--- src/design/rv64_pkg.sv ---
`default_nettype none

package rv64_pkg;

  // wishbone classic master to slave bundle.
  typedef struct packed {
    logic        cyc;  // bus cycle in progress.
    logic        stb;  // strobe, one access.
    logic        we;   // write when high.
    logic [5:0]  adr;  // word address.
    logic [63:0] dat;  // write data.
  } wb_m2s_t;

  // wishbone classic slave to master bundle.
  typedef struct packed {
    logic        ack;  // one cycle per access.
    logic [63:0] dat;  // read data, valid with ack.
  } wb_s2m_t;

  // one instruction handed from the bus to the decoder.
  typedef struct packed {
    logic        valid;
    logic [31:0] instr;
  } inst_req_t;

  typedef enum logic [3:0] {
    alu_add,
    alu_sub,
    alu_sll,
    alu_slt,
    alu_sltu,
    alu_xor,
    alu_srl,
    alu_sra,
    alu_or,
    alu_and,
    alu_pass_imm  // lui puts the u-type immediate straight through.
  } alu_op_e;

  typedef struct packed {
    logic        valid;     // an instruction is issued this cycle.
    logic        legal;     // opcode and funct fields are supported.
    logic [4:0]  rs1_addr;
    logic [4:0]  rs2_addr;
    logic [4:0]  rd_addr;
    logic        rs1_en;
    logic        rs2_en;
    logic        rd_we;
    logic        use_imm;   // second operand is imm, not rs2.
    logic [63:0] imm;       // sign-extended immediate.
    alu_op_e     alu_op;
  } dec_op_t;

  typedef struct packed {
    logic        en;
    logic [4:0]  addr;
    logic [63:0] data;
  } rf_wr_t;

  localparam logic [6:0] opc_op     = 7'b0110011;
  localparam logic [6:0] opc_op_imm = 7'b0010011;
  localparam logic [6:0] opc_lui    = 7'b0110111;

  // funct3 codes shared by op and op-imm.
  localparam logic [2:0] f3_add  = 3'b000;
  localparam logic [2:0] f3_sll  = 3'b001;
  localparam logic [2:0] f3_slt  = 3'b010;
  localparam logic [2:0] f3_sltu = 3'b011;
  localparam logic [2:0] f3_xor  = 3'b100;
  localparam logic [2:0] f3_srl  = 3'b101;
  localparam logic [2:0] f3_or   = 3'b110;
  localparam logic [2:0] f3_and  = 3'b111;

  localparam logic [5:0] adr_instr  = 6'd0;   // writes here execute.
  localparam logic [5:0] adr_status = 6'd32;  // {illegal, retired}.

  localparam logic [63:0] regs_init = 64'd0;

endpackage

`default_nettype wire

--- src/design/rv64_reg_file.sv ---
`timescale 1ns/10ps
`default_nettype none

module rv64_reg_file (
  input  wire              clk,
  input  wire              rst,
  input  wire              rs1_en,
  input  wire [4:0]        rs1_addr,
  input  wire              rs2_en,
  input  wire [4:0]        rs2_addr,
  output logic [63:0]      rs1_data,
  output logic [63:0]      rs2_data,
  input  wire [4:0]        dbg_addr,
  output logic [63:0]      dbg_data,
  input  rv64_pkg::rf_wr_t wr
);
  import rv64_pkg::*;

  logic [63:0] regs [0:31];
  logic        wr_en;  // write enable with x0 masked.

  // operand ports, a disabled port reads the reset value.
  assign rs1_data = rs1_en ? regs[rs1_addr] : regs_init;
  assign rs2_data = rs2_en ? regs[rs2_addr] : regs_init;

  assign dbg_data = regs[dbg_addr];  // host view for bus reads.

  assign wr_en = wr.en && (wr.addr != 5'd0);  // x0 is never written.

  always_ff @(posedge clk) begin
    if (rst) begin
      for (int i = 0; i < 32; i++) begin
        regs[i] <= regs_init;
      end
    end else if (wr_en) begin
      regs[wr.addr] <= wr.data;
    end
  end

endmodule

`default_nettype wire

--- config.mk ---
export PLATFORM = sky130hd
export DESIGN_NAME = rv64_reg_file
export DESIGN_NICKNAME = d
export VERILOG_FILES = /design/src/design/rv64_pkg.sv /design/src/design/rv64_reg_file.sv
export SDC_FILE = /design/constraint.sdc
export NUM_CORES = 2
export LEC_CHECK = 0
export BUFFER_PORTS_ARGS = -buffer_cell sky130_fd_sc_hd__buf_4
export CELL_PAD_IN_SITES_DETAIL_PLACEMENT = 0
export CELL_PAD_IN_SITES_GLOBAL_PLACEMENT = 2
export CORE_MARGIN = 2
export CORE_UTILIZATION = 29
export DETAILED_ROUTE_END_ITERATION = 8
export PLACE_DENSITY = 0.6
export SLEW_MARGIN = 10
export SYNTH_ARGS = -nofsm -noshare
export SYNTH_HDL_FRONTEND = slang
export SYNTH_SLANG_ARGS = --single-unit
--- constraint.sdc ---
create_clock -name clk -period 2.23 [get_ports clk]
set_clock_uncertainty 0.15 [all_clocks]
set_input_delay 0 -clock clk [delete_from_list [all_inputs] [get_ports clk]]
set_output_delay 0 -clock clk [all_outputs]
set_load 0.005 [all_outputs]
; Yosys cells after proc, flatten, opt, wreduce, memory -nomap -nowiden
; Memory sizes are Yosys's and may differ from the RTL's.
; Cells that the tools add are included.
[word_totals]
inputBits = 89
out_inout_bits = 192
mem_count = 1
ramBits = 2048
word_cells = 14
reg_bits = 0
[op_classes]
mux = 10
n_reduce_logical = 3
[memory_table]
columns = memory, words, width, rd, rd_clocked_by_memory_dff, wr, line_no
row1 = regs, 32, 64, 3, 0, 32, rv64_reg_file.sv:19  ; logic [63:0] regs [0:31];
[op_table]
columns = operator, n
row1 = two-way mux 64 bit, 3
row2 = OR reduction 64 bit, 1
row3 = two-way mux 1 bit, 6
row4 = two-way mux 5 bit, 1
row5 = nonzero test 5 bit, 1
row6 = logical AND 1 bit, 1

; Logic depth before layout (Yosys ltp)
[logic_depth]
word_depth = 7
mapped_depth = 10
depth_no_buf = 4

; Worst setup path after synthesis
; Ideal clock, no wire load.
[synth_path]
path_kind = input to register
startpoint = input wr[65] (netlist name)
endpoint = memory regs[12][0], enable pin
setup_time_ns = 0.394
required_ns = 1.686
stages = 5
arrival_ns = 1.912
path_slack_ns = -0.227
n_path_buf = 2
cell_sequence = or4b_1 -> clkbuf_1 -> nor2_1 -> clkbuf_1 -> or2_2
[synth_lines]
columns = item, line_no
row1 = "start, declared", rv64_reg_file.sv:15  ; input rv64_pkg::rf_wr_t wr
row2 = "end, declared", rv64_reg_file.sv:19

==> results.cfg <==
[setup_path]
crit_fanout = 2
critPathLaunch = regs[27][14]
critPathLaunchType = flip-flop
cp-endpoint = dbg_data[14]
crit_arrival_ns = 2.97
worstSetupEndpointType = primary output
worstPathRequired_ns = 2.08
critical_path_class = reg2out

[place]
gp_congestion = 0.9340
portBuffers = 280
place_area_mm2 = 0.1469
dp_hpwl_um = 449500
dp_cells = 14262

[power]
power_density_mw_per_mm2 = 684.8
combPwrFrac_pct = 19.4
sequentialPowerShare_pct = 42.1
p_sw_mw = 31.27
leakage_nw = 56.04
sw_frac_of_total_pct = 28.38
ir_drop_v = 0.0007093
p_int_mw = 78.90
p_clk_share_pct = 38.5

[logic_synthesis]
synthTopCellsByArea = edfxtp_1 50%, mux4_2 29%, and2_1 10%
yosysWarnings = 0
ys_seq_elements = 2048
synth-seq-area-share_pct = 49.56
synth-edff-count = 2048
async_reset_ff_share_pct = 0
synth_cell_types = 59
syn_area_mm2 = 0.1241
avgSynthCellArea_um2 = 15.70
synth_top_area_share_pct = 49.56
synth_area_leader_cell = edfxtp_1
synth-main-ff-cell = edfxtp_1
netlist_instances = 7905

[clocking]
cts_tree = done
clockBufferDepth = 4
cts_max_level = 4
clockRootBuffer = clkbuf_16
clock-sinks = 2048
clk_pin_slew_ns = 0.06
cts_buffers = 244

[final_layout]
syn_to_final_growth_pct = 29.64
fin_cells = 14973
reg_top3 = regs: 2048 flops
largest_reg_flops = 2048
fin_area_mm2 = 0.1609
final_nets = 9124
final_cell_mix = 2,048 x edfxtp_1, 2,025 x and2_1, 1,586 x mux4_2
drive_above_1_share_pct = 45.85
final_common_cell = edfxtp_1
regMostFlops = regs
final_util_pct = 37.70

[outcome]
status = finished, violations left
violations = setup timing

[sta]
relSlewSlack_pct = 23.40
final.period_utilization_pct = 139.8
setup_ws_ns = -0.8882
max_freq_mhz = 320.7
worst_pin_slew_ns = 1.145
finalCriticalPeriod_ns = 3.118
grt_setup_unrepaired = true
slew_violations = 0
hold_slack_ns = 0.02644
hold_viol = 0
setup_tns_ns = -133.30
setup_violations = 250

[grt]
use_met1_pct = 38.29
grt_util_all_layers_pct = 29.51
grt_pass1_wl_um = 862300
grt_pass1_vias = 89818
busiest_layer = met2
grt_max_degree = 65
antenna_found_initial = 127
overflow = 0
met3_usage_pct = 6.969
grt_use_met2_pct = 45.96

[drt]
drtIter0Drc = 13562
wl_um = 653600
post-route-drc-count = 0
antenna_left = 0
drt-vias-per-instance = 6.132
via_count = 91813
drt-pass1-iter-count = 5
wl_per_cell_um = 43.65

[floorplan]
ioPinCount = 281
dieArea_mm2 = 0.4331
core.rowCount = 240
coreArea_mm2 = 0.4267
start_util_pct = 29.08
die_w_um = 658.1
die_h_um = 658.1

[worst_hold_path]
hold_class = in2reg

[job]
max_cap_violations = 0
routing by layer:
metal,share of wire (%),up-vias
li1,-,34011
met4,6.2,24
met3,11,1416
met1,38,49512
met5,0.023,-
met2,46,6850
Yosys cell counts (all sizes together) (4+ instances only):
master	n
a2111oi	4
a211o	4
a211oi	38
a21o	29
a21oi	44
a221o	13
a221oi	26
a222oi	17
a22o	8
a22oi	142
a2bb2oi	8
and2	2029
and3	14
and4	5
buf	306
clkbuf	630
edfxtp	2048
mux2	209
mux2i	206
mux4	1586
nand2	114
nand2b	10
nand3	11
nand3b	7
nor2	88
nor2b	12
nor3	11
o2111a	5
o2111ai	4
o211a	18
o21ai	24
o221ai	71
o22a	4
o22ai	67
o31ai	26
or2	34
or3	4
critical path, stage by stage (launching register included):
cell and delay [ns]:
edfxtp_1 0.46, mux4_2 0.51, mux4_2 0.50, mux2_4 0.36, buf_6 0.14
logic make-up (layout without fill, tap and decap cells):
kind of cell	count (synthesis)	after routing	share of synthesized area, %
muxes	2001	2001	32.34
DFF	2048	2048	49.56
other	1	110	0.003022
AOI/OAI and AO/OA	562	562	3.440
buffers and inverters	939	2211	3.160
and+or+nand+nor	2354	2354	11.49
final cells by class:
type                    instances  area, um^2
fillers                     39408      265800
clock inverters               174        1934
flip-flops and latches       2048       61500
diodes                         46       115.1
clock buffers                 277        6251
repair buffers               1757       21490
well taps                    5687        7116
inverters                       3       20.02
multi-input cells            4981       62450
how the worst min path moves through the flow:
stage	cells after the start	slack [ns]	end	from
CTS	3	0.004	regs[3][52]	wr[52]
finish	3	0.03	regs[31][33]	wr[33]
detailed placement	2	0.36	regs[8][30]	wr[30]
floorplan	1	0.05	regs[1][63]	wr[63]
global route	3	0.04	regs[31][33]	wr[33]
global placement	2	0.35	regs[4][23]	wr[23]
repair_timing:
action / CTS / global route
gates cloned: 0 / 1
gates resized for setup: 584 / 179
hold endpoints to repair: 2085 / 0
pin swaps: 146 / 99
setup endpoints to repair: 192 / 1353
hold buffers: 151 / 0
buffers inserted: 70 / 41
power by group through the flow:
stage,registers (mW),clock network [mW],logic [mW]
after floorplan,46.2,0,9.71
after global placement,47.0,0,19.3
after detailed placement,47.0,0,19.4
after CTS,46.2,42.8,20.9
after global routing,46.5,44.1,21.8
final,46.4,42.4,21.4
stage by stage:
step	power [mW]	setup slack, ns
floorplan	55.92	0.01746
global placement	66.28	-1.022
detailed placement	66.38	-0.5268
CTS	109.9	-0.9198
global route	112.4	-0.9194
finish	110.2	-0.8882
No activity file was read; power rests on OpenSTA's default activity.
