### src/design/rv64_pkg.sv
`default_nettype none

package rv64_pkg;

  // wishbone classic master to slave bundle.
  typedef struct packed {
    logic        cyc;  // bus cycle in progress.
    logic        stb;  // strobe, one access.
    logic        we;   // write when high.
    logic [5:0]  adr;  // word address.
    logic [63:0] dat;  // write data.
  } wb_m2s_t;

  // wishbone classic slave to master bundle.
  typedef struct packed {
    logic        ack;  // one cycle per access.
    logic [63:0] dat;  // read data, valid with ack.
  } wb_s2m_t;

  // one instruction handed from the bus to the decoder.
  typedef struct packed {
    logic        valid;
    logic [31:0] instr;
  } inst_req_t;

  typedef enum logic [3:0] {
    alu_add,
    alu_sub,
    alu_sll,
    alu_slt,
    alu_sltu,
    alu_xor,
    alu_srl,
    alu_sra,
    alu_or,
    alu_and,
    alu_pass_imm  // lui puts the u-type immediate straight through.
  } alu_op_e;

  typedef struct packed {
    logic        valid;     // an instruction is issued this cycle.
    logic        legal;     // opcode and funct fields are supported.
    logic [4:0]  rs1_addr;
    logic [4:0]  rs2_addr;
    logic [4:0]  rd_addr;
    logic        rs1_en;
    logic        rs2_en;
    logic        rd_we;
    logic        use_imm;   // second operand is imm, not rs2.
    logic [63:0] imm;       // sign-extended immediate.
    alu_op_e     alu_op;
  } dec_op_t;

  typedef struct packed {
    logic        en;
    logic [4:0]  addr;
    logic [63:0] data;
  } rf_wr_t;

  localparam logic [6:0] opc_op     = 7'b0110011;
  localparam logic [6:0] opc_op_imm = 7'b0010011;
  localparam logic [6:0] opc_lui    = 7'b0110111;

  // funct3 codes shared by op and op-imm.
  localparam logic [2:0] f3_add  = 3'b000;
  localparam logic [2:0] f3_sll  = 3'b001;
  localparam logic [2:0] f3_slt  = 3'b010;
  localparam logic [2:0] f3_sltu = 3'b011;
  localparam logic [2:0] f3_xor  = 3'b100;
  localparam logic [2:0] f3_srl  = 3'b101;
  localparam logic [2:0] f3_or   = 3'b110;
  localparam logic [2:0] f3_and  = 3'b111;

  localparam logic [5:0] adr_instr  = 6'd0;   // writes here execute.
  localparam logic [5:0] adr_status = 6'd32;  // {illegal, retired}.

  localparam logic [63:0] regs_init = 64'd0;

endpackage

`default_nettype wire

### src/design/rv64_wb_slave.sv
`timescale 1ns/10ps
`default_nettype none

module rv64_wb_slave (
  input  wire                 clk,
  input  wire                 rst,
  input  rv64_pkg::wb_m2s_t   bus_in,
  output rv64_pkg::wb_s2m_t   bus_out,
  output rv64_pkg::inst_req_t issue,
  output logic [5:0]          rd_adr,
  input  wire [63:0]          rd_data
);
  import rv64_pkg::*;

  logic        ack_q;       // ack for the access sampled last edge.
  logic [63:0] dat_q;       // read data held with ack.
  logic        new_access;  // first cycle of an access.
  logic        issue_valid;

  // an access is new while the strobe is up and no ack has gone out yet.
  assign new_access = bus_in.cyc && bus_in.stb && !ack_q;

  // only a write to the instruction word executes.
  assign issue_valid = new_access && bus_in.we && (bus_in.adr == adr_instr);

  assign issue = '{
    valid: issue_valid,
    instr: bus_in.dat[31:0]  // upper half of the bus word is unused.
  };

  assign rd_adr = bus_in.adr;  // read select goes out unregistered.

  // one cycle from strobe to ack, no wait states.
  always_ff @(posedge clk) begin
    if (rst) begin
      ack_q <= 1'b0;
    end else begin
      ack_q <= new_access;  // drops after one cycle since new_access needs !ack_q.
    end
  end

  // capture read data on the same edge that raises ack.
  always_ff @(posedge clk) begin
    if (new_access && !bus_in.we) begin
      dat_q <= rd_data;
    end
  end

  assign bus_out = '{
    ack: ack_q,
    dat: dat_q
  };

endmodule

`default_nettype wire

### config.mk
export PLATFORM = sky130hd
export DESIGN_NAME = rv64_wb_slave
export DESIGN_NICKNAME = d
export VERILOG_FILES = /design/src/design/rv64_pkg.sv /design/src/design/rv64_wb_slave.sv
export SDC_FILE = /design/constraint.sdc
export NUM_CORES = 1
export LEC_CHECK = 0
export BUFFER_PORTS_ARGS = -buffer_cell sky130_fd_sc_hd__buf_4
export CORE_AREA = 2 2 95 97
export CTS_BUF_LIST = sky130_fd_sc_hd__clkbuf_16
export DETAILED_ROUTE_END_ITERATION = 6
export DIE_AREA = 0 0 97 99
export PLACE_DENSITY = 0.72
export SLEW_MARGIN = 20
export SYNTH_ARGS = -nofsm -noshare
export SYNTH_HDL_FRONTEND = slang
export SYNTH_SLANG_ARGS = --single-unit
### constraint.sdc
create_clock -name clk -period 3.4 [get_ports clk]
set_input_delay 0.17 -clock clk [delete_from_list [all_inputs] [get_ports clk]]
set_output_delay 0.17 -clock clk [all_outputs]
set_load 0.01 [all_outputs]
Yosys cells after proc, flatten, opt, wreduce, memory -nomap -nowiden:

Cells that the tools add are included.

* reductions and logical operators: 8

Operators with widths (count)
* 6-bit logical NOT: 1
* 1-bit logical AND: 5
* 1-bit logical NOT: 2

* bits in registers: 65
* input bits: 139
* output and inout port bits: 104
* logic and storage cells: 10

Logic depth before layout (Yosys ltp):

* word-level depth: 4
* gate-level depth with buffers: 3

Worst setup path after synthesis:

OpenSTA, ideal clock, no wires.

* path kind: reg-to-reg
* start: reg ack_q
* end: reg dat_q[0], enable pin
* library setup time: 486 ps
* arrival time: 3181 ps
* data required time: 2914 ps
* path slack: -267 ps
* cell stages (with the launch flop): 3
* clock period less this slack: 3667 ps
* cells stage by stage: dfxtp_1 -> nand3b_1 -> nor2_1

* word-level cells in the longest chain between the ends: 3

Ends and longest elaborated chain
* from (decl): RTL line rv64_wb_slave.sv:15 `logic ack_q;`
* from (signal assigned): RTL line rv64_wb_slave.sv:38 `ack_q <= new_access;`
* 1-bit logical NOT: RTL line rv64_wb_slave.sv:21 `assign new_access = bus_in.cyc && bus_in.stb && !ack_q;`
* 1-bit logical AND: RTL line rv64_wb_slave.sv:21
* 1-bit logical AND: RTL line rv64_wb_slave.sv:44 `if (new_access && !bus_in.we) begin`
* to (signal assigned): RTL line rv64_wb_slave.sv:45 `dat_q <= rd_data;`
* to (decl): RTL line rv64_wb_slave.sv:16 `logic [63:0] dat_q;`

Every way passes these cells.
A chain may end at the register's enable or synchronous reset.

Worst setup path after layout:

* start: reg ack_q
* end: reg dat_q[23], enable pin

Same word-level chain as after synthesis.

==> impl_metrics.json <==
{
  "max-vdd-ir-drop_uv": 300.3,
  "coreArea_um2": 8551,
  "post_cts_buffers": 0,
  "htreeDepth": 3,
  "ys_seq_area_frac": 0.8504,
  "fmax_mhz": 523.6,
  "timing.final.crit_share": 0.5617,
  "initial_utilization": 0.2670,
  "die-area_um2": 9603,
  "yosys-top-cells-area": "edfxtp_1, buf_4, dfxtp_1",
  "yosys.area.top_type": "edfxtp_1",
  "drt_first_pass_iters": 3,
  "tns_ps": 0,
  "utilization": 0.4131,
  "reg2reg_to": "dat_q[23]$_DFFE_PP_",
  "p_leak_nw": 1.448,
  "whs_path_depth": 1,
  "rr_startpoint": "ack_q$_SDFF_PP0_",
  "cts-resized-gates": 0,
  "min_path_type": "input port to register",
  "drive_gt1_frac": 0.6979,
  "finalHoldViolations": 0,
  "synth.top_cell.area_share": 0.8416,
  "area_growth_syn_to_layout_pct": 54.69,
  "drtIter0Drc": 59,
  "endpoint_kind": "register",
  "hold_start": "rd_data[44]",
  "synth_area_um2": 2283,
  "max_slew_margin": 0.4259,
  "holdPathEnd": "dat_q[44]$_DFFE_PP_",
  "instances_no_fill": 343,
  "synth_edf_count": 64,
  "place_inst": 326,
  "postSynthAreaPerCell_um2": 20.57,
  "synth_cells": 111,
  "worstRegToRegCells": 3,
  "setup_viol": 0,
  "antenna_found_initial": 0,
  "clock_sinks": 65,
  "start_kind": "register",
  "async_flop_share": 0,
  "power_density_nw_per_um2": 535.4,
  "post_drt_wl_per_cell_um": 14.85,
  "hold_buffers": 1,
  "crit_arrival_ps": 1920,
  "critPathMaxFanout": 36,
  "antenna_cells": 0,
  "fp.dieH_um": 99,
  "gr-usage-all-layers": 0.1065,
  "cts_tree": "yes",
  "min_period_ps": 1910,
  "grt_max_degree": 37,
  "portBuffers": 146,
  "nets": 369,
  "drc_errors": 0,
  "place_area_um2": 3242,
  "gr-total-overflow": 0,
  "power_w": 0.001891,
  "grt_pass1_vias": 1430,
  "critical_path_class": "register to register",
  "dpl.hpwl_um": 3913,
  "ys_seq_elements": 65,
  "synth_nets": 250,
  "status": "finished, final reports clean",
  "ant_nets": 0,
  "wl_um": 5092,
  "cts_inserted_buffers": 9,
  "rows": 34,
  "yosysWarnings": 0,
  "clock_skew_ps": 4.340,
  "worst_pin_slew_ps": 859.1,
  "synth.distinct_cells": 8,
  "clock_latency_ps": 320,
  "ios": 243,
  "grt_pass1_wl_um": 7514,
  "r2r_setup_slack_ps": 1490,
  "gp_congestion": 0.7140,
  "worstPathRequired_ps": 3410,
  "ctsLongestPathBuffers": 2,
  "postLayoutCellArea_um2": 3532,
  "yosysMostFrequentCell": "edfxtp_1",
  "fillers": 800,
  "die_x_um": 97,
  "drt-vias-per-instance": 3.953,
  "maxSlewViolCount": 0,
  "grt_setup_unrepaired": "no",
  "vias": 1356,
  "yosys_most_used_dff": "edfxtp_1",
  "cts.clk_slew.worst_paths_ps": 60,
  "cap_violations": 0,
  "cts_root_buffer": "clkbuf_16",
  "yosys-top-cells-count": "edfxtp_1, buf_4, nor2_1"
}
[how the worst max path moves through the flow]
stage,start,slack (ps),end
2_1_floorplan,ack_q$_SDFF_PP0_,800,dat_q[0]$_DFFE_PP_
3_3_place_gp,ack_q$_SDFF_PP0_,1490,dat_q[38]$_DFFE_PP_
3_5_place_dp,ack_q$_SDFF_PP0_,1450,dat_q[51]$_DFFE_PP_
4_1_cts,ack_q$_SDFF_PP0_,1430,dat_q[23]$_DFFE_PP_
5_1_grt,ack_q$_SDFF_PP0_,1340,dat_q[23]$_DFFE_PP_
6_report,ack_q$_SDFF_PP0_,1490,dat_q[23]$_DFFE_PP_
[where the power goes]
part	switching, W	internal, W
Clock	0.000348	0.000499
Sequential	0.00000579	0.000908
Combinational	0.0000471	0.0000842
Total	0.000400	0.00149
[kinds of logic after synthesis]
kind of cell	after synthesis	share of synthesized area
flip-flops	65	0.8504
buffers and inverters	40	0.1315
AND/OR/NAND/NOR	6	0.01809
[final cells by class]
class / instances / area [um^2] / area share
tap: 108 / 135.1 / 0.03826
timing repair buffer: 148 / 1126 / 0.3188
clock buffer: 9 / 225.2 / 0.06376
sequential: 65 / 1942 / 0.5498
clock inverter: 7 / 55.05 / 0.01559
multi-input combinational: 6 / 48.80 / 0.01382
[sequential cells by signal, indices dropped and copies added, names as in the netlist]
signal	flops
ack_q	1
dat_q	64
[cells in the final DEF (no fill, tap or decap), drive strengths merged]
| cell | n |
|---|---|
| buf | 147 |
| clkbuf | 9 |
| clkinv | 2 |
| clkinvlp | 3 |
| dfxtp | 1 |
| dlygate4sd3 | 1 |
| edfxtp | 64 |
| inv | 2 |
| nand3b | 1 |
| nor2 | 2 |
| nor3 | 1 |
| or3 | 1 |
| or4b | 1 |
[metal layers]
layer	vias to the layer above	track usage	routed length [um]
met5	-	0	0
met4	0	0.07584	194
met3	19	0.03972	486
met2	92	0.1715	2562
met1	638	0.1164	1850
li1	607	-	-
[critical path, stage by stage, from the launching register on]
cell	delay [ps]
dfxtp_1	310
nand3b_1	250
nor2_4	690
buf_12	300
[metrics by stage]
stage                     hold slack, ps  setup WS [ps]
after global placement             330.7           1487
after detailed placement           330.7           1447
after floorplan                    242.4          797.1
final                              20.12           1490
after global routing               5.206           1339
after CTS                          6.503           1434
(Power assumes the default switching activity.)
