`config.mk`:
```
export PLATFORM = sky130hd
export DESIGN_NAME = rv64_decoder
export DESIGN_NICKNAME = d
export VERILOG_FILES = /design/src/design/rv64_pkg.sv /design/src/design/rv64_decoder.sv
export SDC_FILE = /design/constraint.sdc
export NUM_CORES = 1
export LEC_CHECK = 0
export BUFFER_PORTS_ARGS = -buffer_cell sky130_fd_sc_hd__buf_2
export CORE_AREA = 2 2 56 58
export DETAILED_ROUTE_END_ITERATION = 10
export DIE_AREA = 0 0 58 60
export GPL_TIMING_DRIVEN = 0
export PLACE_DENSITY = 0.82
export SYNTH_ARGS = -nofsm -noshare
export SYNTH_HDL_FRONTEND = slang
export SYNTH_SLANG_ARGS = --single-unit
```
`constraint.sdc`:
```
create_clock -name vclk -period 2.4
set_input_delay 0.48 -clock vclk [all_inputs]
set_output_delay 0.48 -clock vclk [all_outputs]
set_load 0.03 [all_outputs]
```
`src/design/rv64_pkg.sv`:
```
`default_nettype none

package rv64_pkg;

  // wishbone classic master to slave bundle.
  typedef struct packed {
    logic        cyc;  // bus cycle in progress.
    logic        stb;  // strobe, one access.
    logic        we;   // write when high.
    logic [5:0]  adr;  // word address.
    logic [63:0] dat;  // write data.
  } wb_m2s_t;

  // wishbone classic slave to master bundle.
  typedef struct packed {
    logic        ack;  // one cycle per access.
    logic [63:0] dat;  // read data, valid with ack.
  } wb_s2m_t;

  // one instruction handed from the bus to the decoder.
  typedef struct packed {
    logic        valid;
    logic [31:0] instr;
  } inst_req_t;

  typedef enum logic [3:0] {
    alu_add,
    alu_sub,
    alu_sll,
    alu_slt,
    alu_sltu,
    alu_xor,
    alu_srl,
    alu_sra,
    alu_or,
    alu_and,
    alu_pass_imm  // lui puts the u-type immediate straight through.
  } alu_op_e;

  typedef struct packed {
    logic        valid;     // an instruction is issued this cycle.
    logic        legal;     // opcode and funct fields are supported.
    logic [4:0]  rs1_addr;
    logic [4:0]  rs2_addr;
    logic [4:0]  rd_addr;
    logic        rs1_en;
    logic        rs2_en;
    logic        rd_we;
    logic        use_imm;   // second operand is imm, not rs2.
    logic [63:0] imm;       // sign-extended immediate.
    alu_op_e     alu_op;
  } dec_op_t;

  typedef struct packed {
    logic        en;
    logic [4:0]  addr;
    logic [63:0] data;
  } rf_wr_t;

  localparam logic [6:0] opc_op     = 7'b0110011;
  localparam logic [6:0] opc_op_imm = 7'b0010011;
  localparam logic [6:0] opc_lui    = 7'b0110111;

  // funct3 codes shared by op and op-imm.
  localparam logic [2:0] f3_add  = 3'b000;
  localparam logic [2:0] f3_sll  = 3'b001;
  localparam logic [2:0] f3_slt  = 3'b010;
  localparam logic [2:0] f3_sltu = 3'b011;
  localparam logic [2:0] f3_xor  = 3'b100;
  localparam logic [2:0] f3_srl  = 3'b101;
  localparam logic [2:0] f3_or   = 3'b110;
  localparam logic [2:0] f3_and  = 3'b111;

  localparam logic [5:0] adr_instr  = 6'd0;   // writes here execute.
  localparam logic [5:0] adr_status = 6'd32;  // {illegal, retired}.

  localparam logic [63:0] regs_init = 64'd0;

endpackage

`default_nettype wire

```
`src/design/rv64_decoder.sv`:
```
`timescale 1ns/10ps
`default_nettype none

module rv64_decoder (
  input  rv64_pkg::inst_req_t issue,
  output rv64_pkg::dec_op_t   dec
);
  import rv64_pkg::*;

  logic [6:0]  opcode;
  logic [2:0]  funct3;
  logic [6:0]  funct7;
  logic [63:0] imm_i;
  logic [63:0] imm_u;
  logic        op_f7_ok;   // funct7 valid for the op group.
  logic        imm_sh_ok;  // shift encoding valid for op-imm.
  logic        legal;
  alu_op_e     f3_op;      // base operation from funct3.

  assign opcode = issue.instr[6:0];
  assign funct3 = issue.instr[14:12];
  assign funct7 = issue.instr[31:25];

  assign imm_i = {{52{issue.instr[31]}}, issue.instr[31:20]};
  assign imm_u = {{32{issue.instr[31]}}, issue.instr[31:12], 12'b0};

  // sub and sra are the only op forms with bit 30 set.
  assign op_f7_ok = (funct7 == 7'b0000000) ||
                    ((funct7 == 7'b0100000) && ((funct3 == f3_add) || (funct3 == f3_srl)));

  // rv64 shifts carry a 6-bit shamt, so only instr[31:26] is checked.
  always_comb begin
    imm_sh_ok = 1'b1;
    if (funct3 == f3_sll) begin
      imm_sh_ok = (issue.instr[31:26] == 6'b000000);
    end else if (funct3 == f3_srl) begin
      imm_sh_ok = (issue.instr[31:26] == 6'b000000) || (issue.instr[31:26] == 6'b010000);
    end
  end

  // funct3 to alu op, bit 30 picks sub or sra.
  always_comb begin
    case (funct3)
      f3_add:  f3_op = (issue.instr[30] && opcode == opc_op) ? alu_sub : alu_add;
      f3_sll:  f3_op = alu_sll;
      f3_slt:  f3_op = alu_slt;
      f3_sltu: f3_op = alu_sltu;
      f3_xor:  f3_op = alu_xor;
      f3_srl:  f3_op = issue.instr[30] ? alu_sra : alu_srl;
      f3_or:   f3_op = alu_or;
      default: f3_op = alu_and;
    endcase
  end

  always_comb begin
    case (opcode)
      opc_op:     legal = op_f7_ok;
      opc_op_imm: legal = imm_sh_ok;
      opc_lui:    legal = 1'b1;
      default:    legal = 1'b0;
    endcase
  end

  always_comb begin
    dec          = '0;
    dec.valid    = issue.valid;
    dec.legal    = legal;
    dec.rs1_addr = issue.instr[19:15];
    dec.rs2_addr = issue.instr[24:20];
    dec.rd_addr  = issue.instr[11:7];
    dec.rd_we    = legal;              // every supported instruction writes rd.
    dec.rs1_en   = legal && (opcode != opc_lui);
    dec.rs2_en   = legal && (opcode == opc_op);  // rs2 is read by op only.
    dec.use_imm  = (opcode != opc_op);
    dec.imm      = (opcode == opc_lui) ? imm_u : imm_i;
    dec.alu_op   = (opcode == opc_lui) ? alu_pass_imm : f3_op;
  end

endmodule

`default_nettype wire

```
Word level (Yosys, flattened, before mapping) --
Cells that the tools add are included.
Storage, ports and cells: bits in registers 0, input bits 33, output and inout port bits 89, word-level logic and storage cells 31
Cells by class: equality and inequality tests 13, muxes and demuxes 8, reductions and logical operators 10
Operators by type and width (count):
- 31-bit two-way mux | 1
- 4-bit case mux with 7 select lines | 1
- 7-bit by 6-bit equality test with 1-bit output, second input constant | 3
- 7-bit by 6-bit inequality test with 1-bit output, second input constant | 2
- 3-bit equality test, second input constant | 3
- 7-bit by 5-bit equality test with 1-bit output, second input constant | 1
- 7-bit logical NOT | 1
- 3-bit by 2-bit equality test with 1-bit output, second input constant | 2
- 6-bit by 5-bit equality test with 1-bit output, second input constant | 1
- 6-bit logical NOT | 1
- 1-bit logical AND | 4
- 1-bit two-way mux | 4
- 4-bit two-way mux | 1
- 3-bit by 1-bit equality test with 1-bit output, second input constant | 1
- 3-bit logical NOT | 1
- 1-bit logical OR | 3
- 1-bit case mux with 3 select lines | 1

Logic depth before layout (Yosys ltp) --
Gate-level depths: netlist (run 1).
depth after elaboration 6, depth in mapped cells 6, depth with buffers taken out 4

Worst setup path before layout (run 1) --
Ideal clock, no wire load.
path type input-to-output, start point input issue[31] (netlist bit), end point output dec[71] (netlist bit), arrival 1801 ps, data required time 1920 ps, setup slack 119 ps, cell stages on the path 4, buffers on the path 0, cell sequence or4_4 o31ai_4 nand2b_1 a211oi_2
RTL lines:
- start: declaration | RTL line rv64_decoder.sv:5 | input rv64_pkg::inst_req_t issue,
- end: declaration | RTL line rv64_decoder.sv:6 | output rv64_pkg::dec_op_t dec

==> results of run 1 <==
-- worst max-delay path: cells and delay by family --
family          cells  cell delay, ps
compound gates      1             210
buf+inv             2             340
simple gates        3             830
-- metrics by stage --
step,std cells,setup TNS (ps)
after global routing,273,0
after floorplan,123,0
after CTS,271,0
final,273,0
after detailed placement,270,-640
after global placement,270,-569
-- repair_timing --
item	CTS	global route
gates resized for setup	6	1
pin swaps	2	2
endpoints found under the setup margin	4	23
setup buffers	1	2
-- cells in the final DEF, fill, tap and decap left out, types with 2 or more instances in the layout --
master / count
nand2_1: 5
a21o_1: 20
nor3_1: 2
nor2_1: 2
nor3b_1: 2
nor2b_1: 12
inv_1: 3
o21ai_0: 2
buf_4: 58
buf_2: 115
-- kinds of logic (layout without fill, tap and decap cells) --
family,after synthesis,after routing,synth area share (%)
buffers and inverters,61,178,48.0
and+or+nand+nor,33,33,25.8
AOI/OAI and AO/OA,26,26,23.0
xor gates and xnor gates,2,2,1.93
muxes,1,1,1.24
-- report_power, final --
part / internal (mW) / switching [mW] / total [mW]
Sequential: 0 / 0 / 0
Combinational: 0.150 / 0.244 / 0.393
Clock: 0 / 0 / 0
Total: 0.150 / 0.244 / 0.393
-- per-layer routing --
layer / share of wire, % / vias to the layer above / global-route usage (%)
met1: 37 / 483 / 16.7
met4: 0 / 0 / 0
met2: 52 / 66 / 28.4
li1: - / 592 / -
met3: 12 / 0 / 1.08
met5: 0 / - / 0
-- final timing paths --
path      end  slack, ps  cells after the start
max   dec[71]         50                      6
min   dec[74]       1210                      2
-- area by class of cell --
| type | instances | area, um^2 |
|---|---|---|
| repair buffers | 117 | 613 |
| multi-input cells | 62 | 472 |
| inverters | 3 | 11.3 |
| plain buffers | 58 | 424 |
| well taps | 33 | 41.3 |
| fillers | 301 | 1340 |
==> run summary, run 1 <==
Total Power -> 393 uW
Endpoints failing setup -> 0
Leak -> 1.04 nW
Synth warn -> 0
Critical Path Max Stage Delay -> 520 ps
DRC viols -> 0
Vias in the first global route -> 914
Yosys top cell area share -> 42.2%
Drt wl/cell -> 9.88 um
Gp weighted congestion -> 0.847
Min-delay src -> issue[9]
Synth Cell Area -> 907 um^2
Register area share after synthesis -> 0%
Placed inst area -> 1520 um^2
Die X -> 58 um
Hold-fix buffers, CTS -> 0
Cells after Synth -> 123
Top post-synthesis cells by area -> buf_4, a21o_1, nor2b_1
Worst path slowest cell -> or4_4
Hold Slack -> 1210 ps
Max Fclk -> 0.426 GHz
FFs & Latches -> 0
Commonest cells post-synth -> buf_4, a21o_1, nor2b_1
Worst Slack Setup Final -> 52.6 ps
Final Slew Violations -> 0
CP cell instances -> buf_8 -> or4_4 -> nor3_1 -> nand3_1 -> a211oi_2 -> buf_4
Post-Route WL -> 2.70 mm
Via density -> 4.18
RSZ-0062 raised after global routing -> false
Power per Cell Area -> 252 nW/um^2
Syn avg cell area -> 7.37 um^2
Post-DP HPWL -> 2.27 mm
Antenna violations before repair -> 0
MaxCap Viol Count -> 0
IO Port Bufs -> 114
Yosys cell types -> 28
I/O pin total -> 122
Drt initial violations -> 21
Area growth syn-to-layout -> 72.1%
Outcome -> finished clean
Fin util -> 53.8%
Die span in y -> 60 um
Most frequent cell after synthesis -> buf_4
Design area -> 1560 um^2
GR Overflow Total -> 0
Min Tclk post-route -> 2350 ps
Crit path DAT -> 1870 ps
Mapped Nets -> 156
DR vias -> 1141
Total GRT Usage -> 14.0%
CP Class -> in2out
FF+latch area -> 0 um^2
Slew @ Worst Pin -> 314 ps
Worst slack, placed -> -199 ps
Tightest Hold Check Type -> in2out
Worst Setup Start Kind -> primary input
Initial Util -> 31.3%
Core area -> 2900 um^2
Critical path origin -> issue[31]
Die area -> 3480 um^2
Number of clock buffers in the layout -> 0
Global-route wire length before repair -> 4.04 mm
Largest net degree at the start of global routing -> 36
CP Capture Type -> output pin
Biggest area consumer among synthesized cells -> buf_4
DR pass1 iterations -> 4
Diodes inserted -> 0
Critical path required time -> 1920 ps
ANT nets after route -> 0
Worst vdd ir -> 174 uV
Share of cells above drive strength 1 -> 75.8%
Layout Nets -> 275
Critical-path maximum fanout -> 35
Core Rows -> 20
Final Hold Vio Count -> 0
Slew Limit Headroom -> 79.0%
Final period utilization -> 97.8%
(Power assumes the default switching activity.)
==> inputs of run 2 (changes only) <==
==> config.mk (replaced) <==
export PLATFORM = sky130hd
export DESIGN_NAME = rv64_decoder
export DESIGN_NICKNAME = d
export VERILOG_FILES = /design/src/design/rv64_pkg.sv /design/src/design/rv64_decoder.sv
export SDC_FILE = /design/constraint.sdc
export NUM_CORES = 1
export LEC_CHECK = 0
export CAP_MARGIN = 20
export CORE_AREA = 2 2 48 50
export DETAILED_ROUTE_END_ITERATION = 10
export DIE_AREA = 0 0 50 52
export DONT_BUFFER_PORTS = 1
export GPL_TIMING_DRIVEN = 0
export SYNTH_ARGS = -nofsm -noshare
export SYNTH_HDL_FRONTEND = slang
export SYNTH_SLANG_ARGS = --single-unit
==> run summary, run 2 (synthesis results as in run 1) <==
CP Class -> in2out
ANT nets after route -> 0
Worst path slowest cell -> or4_4
Endpoints failing setup -> 0
Min-delay src -> issue[2]
Area growth syn-to-layout -> 4.69%
CP Capture Type -> output pin
DR pass1 iterations -> 3
Global-route wire length before repair -> 2.86 mm
Critical path origin -> issue[31]
Drt wl/cell -> 14.2 um
Outcome -> finished clean
Setup tns final -> 0 ps
Initial Util -> 43.1%
Most frequent cells in the layout -> buf_4, a21o_1, nor2b_1, buf_2, nand2_1
Leak -> 0.562 nW
Combinational Power Share -> 100.0%
Total GRT Usage -> 13.6%
Critical Path Max Stage Delay -> 540 ps
Commonest non-fill, non-tap cell in the layout -> buf_4
Final period utilization -> 94.4%
DR vias -> 738
Share of cells above drive strength 1 -> 52.8%
DRC viols -> 0
Vias in the first global route -> 615
Total Power -> 293 uW
Core area -> 2110 um^2
Sw Share -> 69.9%
Via density -> 4.89
Slew Limit Headroom -> 40.0%
Tightest Hold Check Type -> in2out
Pint -> 88.1 uW
I/O pin total -> 122
RSZ-0062 raised after global routing -> false
Worst vdd ir -> 169 uV
Core Rows -> 17
Crit path DAT -> 1790 ps
FFs & Latches -> 0
Die X -> 50 um
Antenna violations before repair -> 0
Post-DP HPWL -> 1.79 mm
Number of clock buffers in the layout -> 0
Critical path required time -> 1920 ps
Drt initial violations -> 8
Die span in y -> 52 um
Largest net degree at the start of global routing -> 36
Max Fclk -> 0.441 GHz
Psw -> 205 uW
Gp weighted congestion -> 0.684
Setup bufs post-CTS -> 0
Power per Cell Area -> 308 nW/um^2
IO Port Bufs -> 0
GR Overflow Total -> 0
Die area -> 2600 um^2
Post-Route WL -> 2.15 mm
Min Tclk post-route -> 2270 ps
Diodes inserted -> 0
Clk network pwr share -> 0%
Slew @ Worst Pin -> 894 ps
Final Slew Violations -> 0
MaxCap Viol Count -> 0
Layout Nets -> 158
Worst Setup Start Kind -> primary input
CP cell instances -> or4_4 -> nor3_1 -> nand3_1 -> a211oi_4
FF+latch area -> 0 um^2
Final Hold Vio Count -> 0
Fillers -> 224
Critical-path maximum fanout -> 35
Sequential share of power -> 0%
==> run 2: cell count changes in the layout (fill, tap and decap cells not counted), sizes merged <==
cell / change
buf: -117
==> run 2: layer usage <==
layer	GRT usage [%]	up-vias	part of all wire, %	wire length [um]
met5	0	-	0	0
met4	0	0	0	0
met3	0.862	0	9.5	203
met2	26.3	62	51	1100
met1	17.2	322	39	843
li1	-	354	-	-
==> run 2: power groups by stage <==
stage,combinational [mW],clock (mW),sequential [mW]
after floorplan,0.281,0,0
after global placement,0.294,0,0
after detailed placement,0.294,0,0
after CTS,0.295,0,0
after global routing,0.306,0,0
final,0.293,0,0
==> run 2: cell type report <==
cell class                 count  area (um^2)  share of cell area, %
multi-input combinational     62          479                   50.5
buffer                        58          424                   44.7
tap                           28         35.0                   3.69
inverter                       3         11.3                   1.19
==> run 2: worst max-delay path: cells and delay by family <==
family	cells	cell delay, ps
AOI/OAI and AO/OA	1	430
and+or+nand+nor	3	860
==> run 2: path summary, 6_finish.rpt <==
kind                  end  slack [ps]  cells after the start
setup / recovery  dec[71]         130                      4
hold / removal    dec[71]        1010                      1
==> run 2: through the flow <==
stage,cell area (um^2),worst slack (ps),util [%],hold WS (ps),std cells
finish,950,135,45.1,1010,151
global route,950,21.8,45.1,1010,151
floorplan,907,119,-,1030,123
CTS,942,53.5,44.7,1030,151
detailed placement,942,49.9,44.7,1030,151
global placement,942,53.4,44.7,1030,151
==> run 2: what timing repair did <==
item	CTS	global route
gates resized for setup	0	1
hold buffers	0	0
endpoints found under the setup margin	0	1
