`config.mk`:
```
export PLATFORM = sky130hd
export DESIGN_NAME = rv64_retire_unit
export DESIGN_NICKNAME = d
export VERILOG_FILES = /design/src/design/rv64_pkg.sv /design/src/design/rv64_retire_unit.sv
export SDC_FILE = /design/constraint.sdc
export NUM_CORES = 1
export LEC_CHECK = 0
export ABC_AREA = 1
export BUFFER_PORTS_ARGS = -buffer_cell sky130_fd_sc_hd__buf_2
export CAP_MARGIN = 20
export CORE_AREA = 2 2 138 140
export CTS_BUF_LIST = sky130_fd_sc_hd__clkbuf_4 sky130_fd_sc_hd__clkbuf_8
export CTS_CLUSTER_DIAMETER = 100
export CTS_CLUSTER_SIZE = 12
export DETAILED_ROUTE_END_ITERATION = 10
export DIE_AREA = 0 0 140 142
export GPL_TIMING_DRIVEN = 1
export PLACE_DENSITY = 0.54
export SKIP_LAST_GASP = 1
export SYNTH_ARGS = -nofsm -noshare
export SYNTH_HDL_FRONTEND = slang
export SYNTH_SLANG_ARGS = --single-unit
```
`constraint.sdc`:
```
create_clock -name clk -period 2.4 [get_ports clk]
set_clock_uncertainty 0.05 [all_clocks]
set_input_delay 0.12 -clock clk [delete_from_list [all_inputs] [get_ports clk]]
set_output_delay 0.12 -clock clk [all_outputs]
set_load 0.01 [all_outputs]
```
`src/design/rv64_pkg.sv`:
```
`default_nettype none

package rv64_pkg;

  // wishbone classic master to slave bundle.
  typedef struct packed {
    logic        cyc;  // bus cycle in progress.
    logic        stb;  // strobe, one access.
    logic        we;   // write when high.
    logic [5:0]  adr;  // word address.
    logic [63:0] dat;  // write data.
  } wb_m2s_t;

  // wishbone classic slave to master bundle.
  typedef struct packed {
    logic        ack;  // one cycle per access.
    logic [63:0] dat;  // read data, valid with ack.
  } wb_s2m_t;

  // one instruction handed from the bus to the decoder.
  typedef struct packed {
    logic        valid;
    logic [31:0] instr;
  } inst_req_t;

  typedef enum logic [3:0] {
    alu_add,
    alu_sub,
    alu_sll,
    alu_slt,
    alu_sltu,
    alu_xor,
    alu_srl,
    alu_sra,
    alu_or,
    alu_and,
    alu_pass_imm  // lui puts the u-type immediate straight through.
  } alu_op_e;

  typedef struct packed {
    logic        valid;     // an instruction is issued this cycle.
    logic        legal;     // opcode and funct fields are supported.
    logic [4:0]  rs1_addr;
    logic [4:0]  rs2_addr;
    logic [4:0]  rd_addr;
    logic        rs1_en;
    logic        rs2_en;
    logic        rd_we;
    logic        use_imm;   // second operand is imm, not rs2.
    logic [63:0] imm;       // sign-extended immediate.
    alu_op_e     alu_op;
  } dec_op_t;

  typedef struct packed {
    logic        en;
    logic [4:0]  addr;
    logic [63:0] data;
  } rf_wr_t;

  localparam logic [6:0] opc_op     = 7'b0110011;
  localparam logic [6:0] opc_op_imm = 7'b0010011;
  localparam logic [6:0] opc_lui    = 7'b0110111;

  // funct3 codes shared by op and op-imm.
  localparam logic [2:0] f3_add  = 3'b000;
  localparam logic [2:0] f3_sll  = 3'b001;
  localparam logic [2:0] f3_slt  = 3'b010;
  localparam logic [2:0] f3_sltu = 3'b011;
  localparam logic [2:0] f3_xor  = 3'b100;
  localparam logic [2:0] f3_srl  = 3'b101;
  localparam logic [2:0] f3_or   = 3'b110;
  localparam logic [2:0] f3_and  = 3'b111;

  localparam logic [5:0] adr_instr  = 6'd0;   // writes here execute.
  localparam logic [5:0] adr_status = 6'd32;  // {illegal, retired}.

  localparam logic [63:0] regs_init = 64'd0;

endpackage

`default_nettype wire

```
`src/design/rv64_retire_unit.sv`:
```
`timescale 1ns/10ps
`default_nettype none

module rv64_retire_unit (
  input  wire               clk,
  input  wire               rst,
  input  rv64_pkg::dec_op_t dec,
  input  wire [63:0]        result,
  output rv64_pkg::rf_wr_t  wr,
  input  wire [5:0]         rd_adr,
  input  wire [63:0]        dbg_data,
  output logic [63:0]       rd_data
);
  import rv64_pkg::*;

  logic [31:0] retired_cnt;  // legal instructions executed.
  logic [31:0] illegal_cnt;  // unsupported encodings seen.
  logic        wr_en;

  // x0 writes are dropped here as well as in the register file.
  assign wr_en = dec.valid && dec.legal && dec.rd_we && (dec.rd_addr != 5'd0);

  assign wr = '{
    en:   wr_en,
    addr: dec.rd_addr,
    data: result
  };

  // counters wrap at 2**32.
  always_ff @(posedge clk) begin
    if (rst) begin
      retired_cnt <= 32'd0;
      illegal_cnt <= 32'd0;
    end else if (dec.valid) begin
      if (dec.legal) begin
        retired_cnt <= retired_cnt + 32'd1;
      end else begin
        illegal_cnt <= illegal_cnt + 32'd1;
      end
    end
  end

  // status word sits above the register window.
  assign rd_data = (rd_adr == adr_status) ? {illegal_cnt, retired_cnt} : dbg_data;

endmodule

`default_nettype wire

```
---- Word-level counts from Yosys, hierarchy flattened ----
Index checks and enable logic that the tools add are counted.
storage, ports and cells
  output and inout bits ................... 134
  flip-flop bits (word level) ............. 64
  input bits .............................. 225
operators by class
  bitwise gates (word level) .............. 1
  equal/unequal tests ..................... 1
  muxes and demuxes ....................... 1
  reductions and logical operators ........ 6
  $add $sub $neg .......................... 2
operators with widths
  cell                                                              count
  32-bit by 1-bit adder with 32-bit output (second input constant)  2
  64-bit 2-to-1 mux                                                 1
  6-bit equality test (second input constant)                       1
  5-bit nonzero test                                                1
  2-bit AND reduction                                               2
  1-bit logical AND                                                 3
  1-bit NOT                                                         1

---- Longest topological paths before layout ----
Gate-level depths: netlist of run 1.
  word-level depth ........................ 3
  mapped depth ............................ 10
  gate-level depth less buffers ........... 9

---- Least setup slack after synthesis of run 1 ----
OpenSTA, ideal clock, no wires.
  path type ............................... flip-flop to flip-flop
  from .................................... reg retired_cnt[1]
  to ...................................... reg retired_cnt[10]
  setup time .............................. 0.116 ns
  slack ................................... 0.998 ns
  data arrival time ....................... 1.236 ns
  required time ........................... 2.234 ns
  clock period less this slack ............ 1.402 ns
  buffers on the path ..................... 0
  cell stages (with the launch flop) ...... 9
  cells stage by stage .................... dfxtp_1 -> ha_1 -> nand3_2 -> nor2_4 -> nand2_1 -> nor2_2 -> nand2_1 -> o21ai_0 -> nor2_1
on the way
  cells in the longest elaborated chain, start to end .. 1
ends and longest elaborated chain
  item                                      RTL line                source
  start: declaration                        rv64_retire_unit.sv:16  logic [31:0] retired_cnt;
  start signal: assignment                  rv64_retire_unit.sv:36  retired_cnt <= retired_cnt + 32'd1;
  32-bit by 1-bit adder with 32-bit output  rv64_retire_unit.sv:36
No other way between the ends.
A chain may end at the register's enable or synchronous reset.

---- Worst setup path in the final report of run 1 ----
  from .................................... reg retired_cnt[1]
  to ...................................... reg retired_cnt[26]
The elaborated chain is that of the path after synthesis.

==> impl_metrics.csv, run 1 <==
group,metric,value,unit
detailed_routing,routed.top_layer,"met5",
worst_setup_path,crit_buf_inv,1,
clock_tree,postCtsSetupBuffers,0,
clock_tree,hold_buffers,0,
detailed_routing,wl_met2,6080,um
finish,fin_nets,1078,
power,p_per_area,433,nW/um^2
power,leakage,2.32,nW
timing,period_share,66.7,%
timing,min_period,1.60,ns
synth,yosysUniqueCellTypes,28,
place,io_buffers,149,
grt,grt_pass1_wl,20800,um
worst_setup_path,cpMaxStageDelayCell,"dfxtp_1",
worst_setup_path,worstPathMaxFanout,9,
grt,antenna_found_initial,0,
worst_setup_path,max_stage_delay,0.36,ns
finish,syn2layout_area_growth,14.0,%
worst_setup_path,cp_data_required_time,2.65,ns
timing,max_freq,625,MHz
synth,syn_inst,777,
detailed_routing,dr.first_iter.drc_count,268,
detailed_routing,met3WireLength,1010,um
worst_setup_path,path_class,"reg -> reg",
timing,finalSetupTns,0,ns
detailed_routing,avgViaCountPerCell,4.30,
clock_tree,cts_buffers,9,
floorplan,io_pins,359,
worst_setup_path,crit_path_start_kind,"flop",
grt,grt_use_total,13.2,%
finish,n_antenna_cell,0,
finish,drive_above_1_share,24.2,%
synth,synthTopCellsByArea,"dfxtp_1 27%, nand2_1 15%, buf_4 11%",
worst_setup_path,end_kind,"flop",
detailed_routing,met1_length,5760,um
clock_tree,cts_num_sinks,64,
grt,overflow,0,
synth,synth_nets,1004,
grt,grt_pass1_vias,4155,
detailed_routing,vias,4692,
floorplan,start_util,25.8,%
finish,fill_cells,2124,
outcome,violations,"design-rule violations",
grt,grt_max_degree,73,
timing,holdWs,0.0695,ns
detailed_routing,drt-pass1-iter-count,10,
finish,layout_common_cells,"185 x nand2_1, 149 x buf_2, 102 x nor2_1",
clock_tree,cts_resized,0,
worst_setup_path,arrival,1.85,ns
synth,synth_edf_count,0,
worst_setup_path,crit_family,"simple AND/OR/NAND/NOR gates",
clock_tree,cts.clk_slew.worst_paths,0.08,ns
timing,worst_slew_pin_slew,0.595,ns
timing,relSlewSlack,60.3,%
floorplan,dieArea,19900,um^2
floorplan,fp.dieW,140,um
synth,postSynthAreaPerCell,6.13,um^2
synth,async_flop_share,0,%
detailed_routing,wl_per_cell,12.0,um
min_path,min_path_type,"in -> reg",
synth,synthesis.area,4760,um^2
clock_tree,cts_tree,"yes",
detailed_routing,final_antenna_net_count,0,
detailed_routing,drt_wl_total,13100,um
clock_tree,htree_levels,3,
synth,synth_flop_cell,"dfxtp_1",
clock_tree,clockBufferDepth,2,
synth,ys_seq_elements,64,
clock_tree,cts-root-buf,"clkbuf_8",
synth,synth_top_area_share,26.9,%
floorplan,fp.dieH,142,um
clock_tree,clock_latency,0.36,ns
outcome,outcome,"finished with violations",
finish,layout_commonest_cell,"nand2_1",
synth,ys_warn_count,0,
detailed_routing,route.detailed.drc,25,
timing,slew_violations,0,
place,dp_hpwl,10500,um
power,p_total,0.00235,W
place,gp_congestion,0.823,
run,maxCapViolations,0,
floorplan,rows,50,
synth,yosysTopAreaCell,"dfxtp_1",
floorplan,core_area,18500,um^2
timing,setup_viol,0,
worst_setup_path,crit_chain,"ha_1, nand3_2, nor2_4, nand2_2, nor2_8, nand3_1, nand2_1, inv_1, nor2_1",
timing,finalHoldViolCount,0,
power,ir_drop,197,uV
timing,rsz0062_at_grt,"no",
synth,yosysSeqAreaShare,26.9,%
finish,utilization,29.4,%
[registers in the layout, indices dropped and copies added (netlist names)]
name and cells:
retired_cnt 32, illegal_cnt 32
[metrics by stage]
step | setup slack [ns] | cells | area, um^2
2_1_floorplan | 0.998 | 777 | 4760
3_3_place_gp | 0.733 | 1074 | 5220
3_5_place_dp | 0.741 | 1074 | 5220
4_1_cts | 0.758 | 1090 | 5430
5_1_grt | 0.619 | 1090 | 5430
6_report | 0.800 | 1090 | 5430
[power by group]
part	internal, W	switching [W]	total, W
logic	0.000129	0.000152	0.000280
registers	0.00107	0.00000454	0.00107
clock network	0.000557	0.000443	0.00100
[path summary, 6_finish.rpt]
path             startpoint  cells past startpoint         endpoint  slack, ns
max          retired_cnt[1]                      9  retired_cnt[26]       0.80
min                     rst                      2  illegal_cnt[19]       0.07
max reg2reg  retired_cnt[1]                      9  retired_cnt[26]       0.80
min reg2reg  illegal_cnt[6]                      2   illegal_cnt[6]       0.46
[cell type report]
type / count / area (um^2) / area share (%)
multi-input cells: 523 / 2490 / 45.9
flip-flops and latches: 64 / 1280 / 23.6
repair buffers: 154 / 783 / 14.4
inverters: 99 / 372 / 6.85
well taps: 234 / 293 / 5.40
clock buffers: 13 / 166 / 3.07
clock inverters: 3 / 40.0 / 0.738
[worst reg2reg max path: cells and delay by family, from the launching register on]
| family | cells | cell delay, ns |
|---|---|---|
| and+or+nand+nor | 7 | 0.89 |
| DFF | 1 | 0.36 |
| adders and majority gates | 1 | 0.22 |
| buffers and inverters | 1 | 0.03 |
[cells by family (layout without fill, tap and decap cells)]
kind of cell,Yosys count,count (layout),share of synthesized area (%)
xor+xnor,5,5,0.920
buf+inv,190,269,20.8
fa+ha+maj,2,2,0.525
flops,64,64,26.9
compound gates,116,116,12.5
simple gates,400,400,38.4
[cells in the mapped netlist, types with 3 or more instances]
cell      instances
a21oi_1          25
nor3_1           13
o21ai_0          71
inv_1            98
buf_2             5
nand3_2           6
nand2_2           4
nand3b_1          3
o21a_1            4
dfxtp_1          64
clkbuf_1         15
nand3_1          39
and2_1            3
buf_4            70
nand4_1          17
nor2_4            9
nor2_1          102
nor2_2           14
xor2_1            5
o21ai_1          14
nand2_1         185
[per-layer routing]
layer  vias up  GRT usage [%]
li1       2527              -
met1      1982           15.1
met2       155           22.8
met3        26           4.85
met4         2           4.20
met5         -           2.01
Power figures use the tool's default switching activity.
==> inputs of run 2 (changes only) <==
--- a/config.mk
+++ b/config.mk
@@ -5,17 +5,17 @@
 export SDC_FILE = /design/constraint.sdc
 export NUM_CORES = 1
 export LEC_CHECK = 0
-export ABC_AREA = 1
+export ABC_AREA = 0
 export BUFFER_PORTS_ARGS = -buffer_cell sky130_fd_sc_hd__buf_2
 export CAP_MARGIN = 20
-export CORE_AREA = 2 2 138 140
+export CORE_AREA = 2 2 139 141
 export CTS_BUF_LIST = sky130_fd_sc_hd__clkbuf_4 sky130_fd_sc_hd__clkbuf_8
 export CTS_CLUSTER_DIAMETER = 100
 export CTS_CLUSTER_SIZE = 12
 export DETAILED_ROUTE_END_ITERATION = 10
-export DIE_AREA = 0 0 140 142
+export DIE_AREA = 0 0 141 143
 export GPL_TIMING_DRIVEN = 1
-export PLACE_DENSITY = 0.54
+export PLACE_DENSITY = 0.51
 export SKIP_LAST_GASP = 1
 export SYNTH_ARGS = -nofsm -noshare
 export SYNTH_HDL_FRONTEND = slang
==> constraint.sdc (replaced) <==
create_clock -name clk -period 1.7 [get_ports clk]
set_clock_uncertainty 0.05 [all_clocks]
set_input_delay 0.085 -clock clk [delete_from_list [all_inputs] [get_ports clk]]
set_output_delay 0.085 -clock clk [all_outputs]
set_load 0.01 [all_outputs]
==> impl_metrics.csv, run 2 <==
group,metric,value,unit
worst_setup_path,worstPathMaxFanout,6,
power,p_sw,0.000802,W
power,p_per_area,555,nW/um^2
detailed_routing,wl_per_cell,13.6,um
floorplan,rows,50,
finish,syn2layout_area_growth,43.2,%
clock_tree,htree_levels,3,
place,place_ws,-0.308,ns
floorplan,fp.dieH,143,um
timing,period_share,119,%
min_path,min_path_type,"in -> reg",
timing,layout_setup_ws,-0.318,ns
grt,antenna_found_initial,0,
worst_setup_path,crit_path_start_kind,"flop",
clock_tree,clock_latency,0.35,ns
synth,synth-xor-area-share,4.16,%
synth,synth_nets,751,
synth,yosysUniqueCellTypes,34,
detailed_routing,avgViaCountPerCell,4.66,
timing,rsz0062_at_grt,"yes",
grt,grt_max_degree,73,
clock_tree,cts_buffers,9,
worst_setup_path,arrival,2.21,ns
synth,synthesis.area,4420,um^2
clock_tree,cts.clk_slew.worst_paths,0.07,ns
synth,syn_inst,524,
timing,finalHoldViolCount,0,
synth,synthTopCellsByArea,"dfxtp_1 29%, mux2_2 16%, buf_4 12%",
power,ir_drop,377,uV
grt,grt_pass1_vias,4156,
floorplan,fp.dieW,141,um
timing,holdWs,0.0624,ns
finish,reg_top3,"illegal_cnt x32, retired_cnt x32",
power,p_int,0.00271,W
worst_setup_path,cp_data_required_time,1.89,ns
timing,max_freq,496,MHz
place,gp_congestion,0.747,
synth,synth_top_family_by_area,"simple AND/OR/NAND/NOR gates",
detailed_routing,final_antenna_net_count,0,
floorplan,core_area,18600,um^2
synth,synthAdderAreaFrac,0.566,%
synth,synth_compound_area_share,9.91,%
worst_setup_path,end_kind,"flop",
power,p_total,0.00351,W
clock_tree,clockBufferDepth,2,
timing,relSlewSlack,63.4,%
synth,yosysTopAreaCell,"dfxtp_1",
floorplan,start_util,23.8,%
synth,ys_warn_count,0,
grt,overflow,0,
synth,async_flop_share,0,%
synth,synth_edf_count,0,
clock_tree,cts-root-buf,"clkbuf_8",
outcome,violations,"negative setup slack",
clock_tree,cts_num_sinks,64,
power,p_seq_share,43.0,%
synth,postSynthAreaPerCell,8.43,um^2
synth,synth.mux.area_fraction,16.5,%
detailed_routing,drt-pass1-iter-count,4,
worst_setup_path,reg2reg_from,"illegal_cnt[0]",
min_path,min_from,"dec[88]",
timing,slew_violations,0,
worst_setup_path,crit_start,"illegal_cnt[0]",
finish,fin_nets,934,
clock_tree,cts_tree,"yes",
floorplan,dieArea,20200,um^2
detailed_routing,route.detailed.drc,0,
power,clockPowerShare,45.3,%
synth,yosysSeqAreaShare,29.0,%
worst_setup_path,path_class,"reg -> reg",
grt,grt_pass1_wl,19900,um
finish,layout_common_cells,"149 x buf_2, 114 x buf_4, 60 x mux2_2",
finish,n_antenna_cell,0,
power,comb_power_share,11.7,%
timing,min_period,2.02,ns
synth,synth.most_common_cell,"buf_4",
synth,synth_flop_cell,"dfxtp_1",
grt,grt_use_total,12.3,%
place,io_buffers,149,
finish,layout_commonest_cell,"buf_2",
detailed_routing,drt_wl_total,12900,um
detailed_routing,vias,4407,
power,leakage,2.67,nW
timing,worst_slew_pin_slew,0.550,ns
outcome,outcome,"finished with violations",
synth,ys_seq_elements,64,
synth,synth-simple-area-share,23.9,%
run,maxCapViolations,0,
timing,setup_viol,26,
synth,synth_top_area_share,29.0,%
power,swShare,22.9,%
synth,synth_commonest_cells,"70 x buf_4, 64 x dfxtp_1, 64 x mux2_2, 35 x a21oi_1, 31 x nor2_1",
detailed_routing,dr.first_iter.drc_count,144,
finish,drive_above_1_share,59.1,%
place,dp_hpwl,9370,um
floorplan,io_pins,359,
-- run 2: per-layer routing --
| layer | vias to the layer above | track usage [%] | part of all wire (%) |
|---|---|---|---|
| met5 | - | 0 | 0 |
| met4 | 0 | 4.95 | 2.1 |
| met3 | 46 | 3.22 | 5.2 |
| met2 | 120 | 20.8 | 48 |
| met1 | 2037 | 14.9 | 45 |
| li1 | 2204 | - | - |
-- run 2: layout make-up --
type                            instances  area (um^2)
Clock buffer                           14          180
Fill cell                            1913        12300
Multi-Input combinational cell        349         2700
Timing Repair Buffer                  275         1750
Tap cell                              234          293
Sequential cell                        64         1320
Inverter                                8         30.0
Clock inverter                          2         60.1
-- run 2: worst max-delay path: stages, from the launching register on --
cell      delay (ns)
dfxtp_4         0.36
buf_6           0.09
nand4b_1        0.16
or4_4           0.53
buf_4           0.18
nor4_4          0.22
mux2_4          0.32
-- run 2: timing repair --
action / CTS / global route
endpoints found under the setup margin: 35 / 35
buffers inserted: 13 / 9
gates cloned: 0 / 1
pin swaps: 16 / 21
hold buffers: 0 / 0
gates resized for setup: 15 / 54
-- run 2: power groups by stage --
| stage | clock, W | combinational [W] | sequential, W |
|---|---|---|---|
| 6_report | 0.00159 | 0.000411 | 0.00151 |
| 3_5_place_dp | 0 | 0.000405 | 0.00154 |
| 2_1_floorplan | 0 | 0.000354 | 0.00154 |
| 4_1_cts | 0.00164 | 0.000412 | 0.00151 |
| 3_3_place_gp | 0 | 0.000403 | 0.00154 |
| 5_1_grt | 0.00172 | 0.000454 | 0.00151 |
-- run 2: metrics by stage --
step / util (%) / instances / TNS (ns) / cell area, um^2
6_report: 34.0 / 946 / -4.92 / 6320
5_1_grt: 34.0 / 946 / -7.07 / 6320
4_1_cts: 32.6 / 936 / -4.43 / 6050
3_5_place_dp: 30.5 / 907 / -4.15 / 5660
3_3_place_gp: 30.5 / 907 / -3.80 / 5660
2_1_floorplan: - / 524 / -2.30 / 4540
-- run 2: logic make-up (layout without fill, tap and decap cells) --
group,after synthesis,after routing
AND/OR/NAND/NOR,184,185
AO/OA/AOI/OAI,76,76
flip-flops,64,64
XOR/XNOR,21,21
multiplexers,65,65
buffers and inverters,112,299
adder cells (fa/ha/maj),2,2
-- run 2: worst paths after layout --
| kind | endpoint | slack (ns) | cells past startpoint |
|---|---|---|---|
| worst max register to register | illegal_cnt[29] | -0.32 | 6 |
| worst min register to register | illegal_cnt[30] | 0.49 | 2 |
| worst min-delay path | retired_cnt[1] | 0.06 | 3 |
| worst max-delay path | illegal_cnt[29] | -0.32 | 6 |
==> inputs of run 3 (changes only) <==
--- a/config.mk
+++ b/config.mk
@@ -16,6 +16,7 @@
 export DIE_AREA = 0 0 141 143
 export GPL_TIMING_DRIVEN = 1
 export PLACE_DENSITY = 0.51
+export SETUP_SLACK_MARGIN = 0.4
 export SKIP_LAST_GASP = 1
 export SYNTH_ARGS = -nofsm -noshare
 export SYNTH_HDL_FRONTEND = slang
==> constraint.sdc (replaced) <==
create_clock -name clk -period 2.1 [get_ports clk]
set_clock_uncertainty 0.05 [all_clocks]
set_input_delay 0.105 -clock clk [delete_from_list [all_inputs] [get_ports clk]]
set_output_delay 0.105 -clock clk [all_outputs]
set_load 0.01 [all_outputs]
==> impl_metrics.csv, run 3 (synthesized netlist as in run 2, its figures left out) <==
group,metric,value,unit
outcome,outcome,"finished, final reports clean",
floorplan,io_pins,359,
detailed_routing,drt_wl_total,12100,um
finish,multi_input_area,2680,um^2
finish,utilization,31.8,%
grt,grt_pass1_wl,19100,um
power,p_per_area,469,nW/um^2
detailed_routing,drt-pass1-iter-count,6,
floorplan,fp.dieW,141,um
worst_setup_path,cp_data_required_time,2.35,ns
detailed_routing,final_antenna_net_count,0,
clock_tree,cts_num_sinks,64,
floorplan,dieArea,20200,um^2
clock_tree,htree_levels,3,
place,io_buffers,149,
finish,drive_above_1_share,57.2,%
grt,antenna_found_initial,0,
worst_setup_path,crit_buf_inv,2,
detailed_routing,avgViaCountPerCell,4.72,
floorplan,fp.dieH,143,um
place,place_area,5160,um^2
timing,min_period,1.97,ns
worst_setup_path,crit_chain,"buf_4, nand4b_1, or4_4, buf_6, or4_4, a21oi_2",
worst_setup_path,arrival,2.21,ns
grt,grt_use_total,11.7,%
timing,finalHoldViolCount,0,
timing,period_share,93.7,%
timing,max_freq,508,MHz
finish,regArea,1350,um^2
floorplan,core_area,18600,um^2
timing,finalSetupTns,0,ns
clock_tree,cts_buffers,9,
worst_setup_path,cpMaxStageDelayCell,"or4_4",
timing,layout_setup_ws,0.132,ns
worst_setup_path,crit_path_start_kind,"flop",
finish,n_antenna_cell,0,
clock_tree,hold_buffers,0,
place,gp_congestion,0.726,
finish,layout_common_cells,"150 x buf_2, 62 x mux2_2, 61 x buf_4",
worst_setup_path,max_stage_delay,0.53,ns
floorplan,rows,50,
place,place_ws,0.0812,ns
detailed_routing,dr.first_iter.drc_count,116,
clock_tree,cts_tree,"yes",
clock_tree,clockBufferDepth,2,
finish,fin_nets,878,
finish,layout_commonest_cell,"buf_2",
worst_setup_path,path_class,"reg -> reg",
detailed_routing,route.detailed.drc,0,
worst_setup_path,cp_common_cell,"or4_4",
power,leakage,2.36,nW
clock_tree,cts.clk_slew.worst_paths,0.08,ns
finish,syn2layout_area_growth,33.6,%
worst_setup_path,worstPathMaxFanout,6,
finish,final_area,5900,um^2
worst_setup_path,end_kind,"flop",
run,maxCapViolations,0,
detailed_routing,wl_per_cell,13.6,um
timing,relSlewSlack,59.8,%
power,ir_drop,228,uV
timing,worst_slew_pin_slew,0.603,ns
timing,setup_viol,0,
clock_tree,clock_latency,0.35,ns
detailed_routing,vias,4205,
min_path,min_path_type,"in -> reg",
place,dp_hpwl,8590,um
finish,fill_cells,1967,
timing,slew_violations,0,
finish,reg_top3,"illegal_cnt x32, retired_cnt x32",
floorplan,start_util,23.8,%
worst_setup_path,crit_family,"simple AND/OR/NAND/NOR gates",
grt,grt_pass1_vias,3888,
clock_tree,cts-root-buf,"clkbuf_8",
worst_setup_path,rrSetupSlack,0.13,ns
timing,rsz0062_at_grt,"yes",
grt,overflow,0,
grt,grt_max_degree,73,
==> run 3: cell types whose count changed in the layout (fill, tap and decap cells not counted), sizes merged <==
cell,before,now
clkbuf,14,11
inv,8,9
buf,275,220
clkinvlp,0,1
clkinv,0,1
or4,28,27
==> run 3: metal layers <==
layer  track usage, %  vias to the layer above  part of all wire, %
met5                0                        -                    0
met4             4.89                        0                  2.3
met3             3.22                       50                  5.8
met2             19.2                      120                   46
met1             14.5                     1943                   46
li1                 -                     2092                    -
==> run 3: per-stage QoR <==
stage / power (W) / cells / hold WS [ns]
2_1_floorplan: 0.00154 / 524 / 0.252
3_3_place_gp: 0.00156 / 841 / 0.160
3_5_place_dp: 0.00156 / 841 / 0.160
4_1_cts: 0.00282 / 877 / 0.0751
5_1_grt: 0.00289 / 890 / 0.0966
6_report: 0.00277 / 890 / 0.0815
==> run 3: what timing repair did <==
| item | 4_1_cts | 5_1_grt |
|---|---|---|
| buffers inserted | 19 | 12 |
| pin swaps | 27 | 13 |
| setup endpoints to repair | 39 | 41 |
| gates cloned | 1 | 1 |
| resized for setup | 42 | 39 |
==> run 3: area by class of cell <==
class                   instances  area share [%]
multi-input cells             348            45.4
flip-flops and latches         64            22.8
repair buffers                220            22.5
well taps                     234            4.96
clock buffers                  11            2.46
clock inverters                 5            1.34
inverters                       8           0.509
==> run 3: power by group <==
part,switching [W],internal (W)
sequential,0.00000794,0.00121
combinational,0.000146,0.000171
clock,0.000520,0.000713
total,0.000674,0.00209
==> run 3: final timing paths <==
check                   from         endpoint  depth (start not counted)
max reg2reg   illegal_cnt[0]  illegal_cnt[25]                          6
min                  dec[88]   retired_cnt[1]                          3
min reg2reg  retired_cnt[25]  retired_cnt[25]                          2
max           illegal_cnt[0]  illegal_cnt[25]                          6
==> run 3: tightest hold or removal path: stages <==
cell     delay [ns]
buf_2          0.18
nand3_1        0.11
a21oi_1        0.05
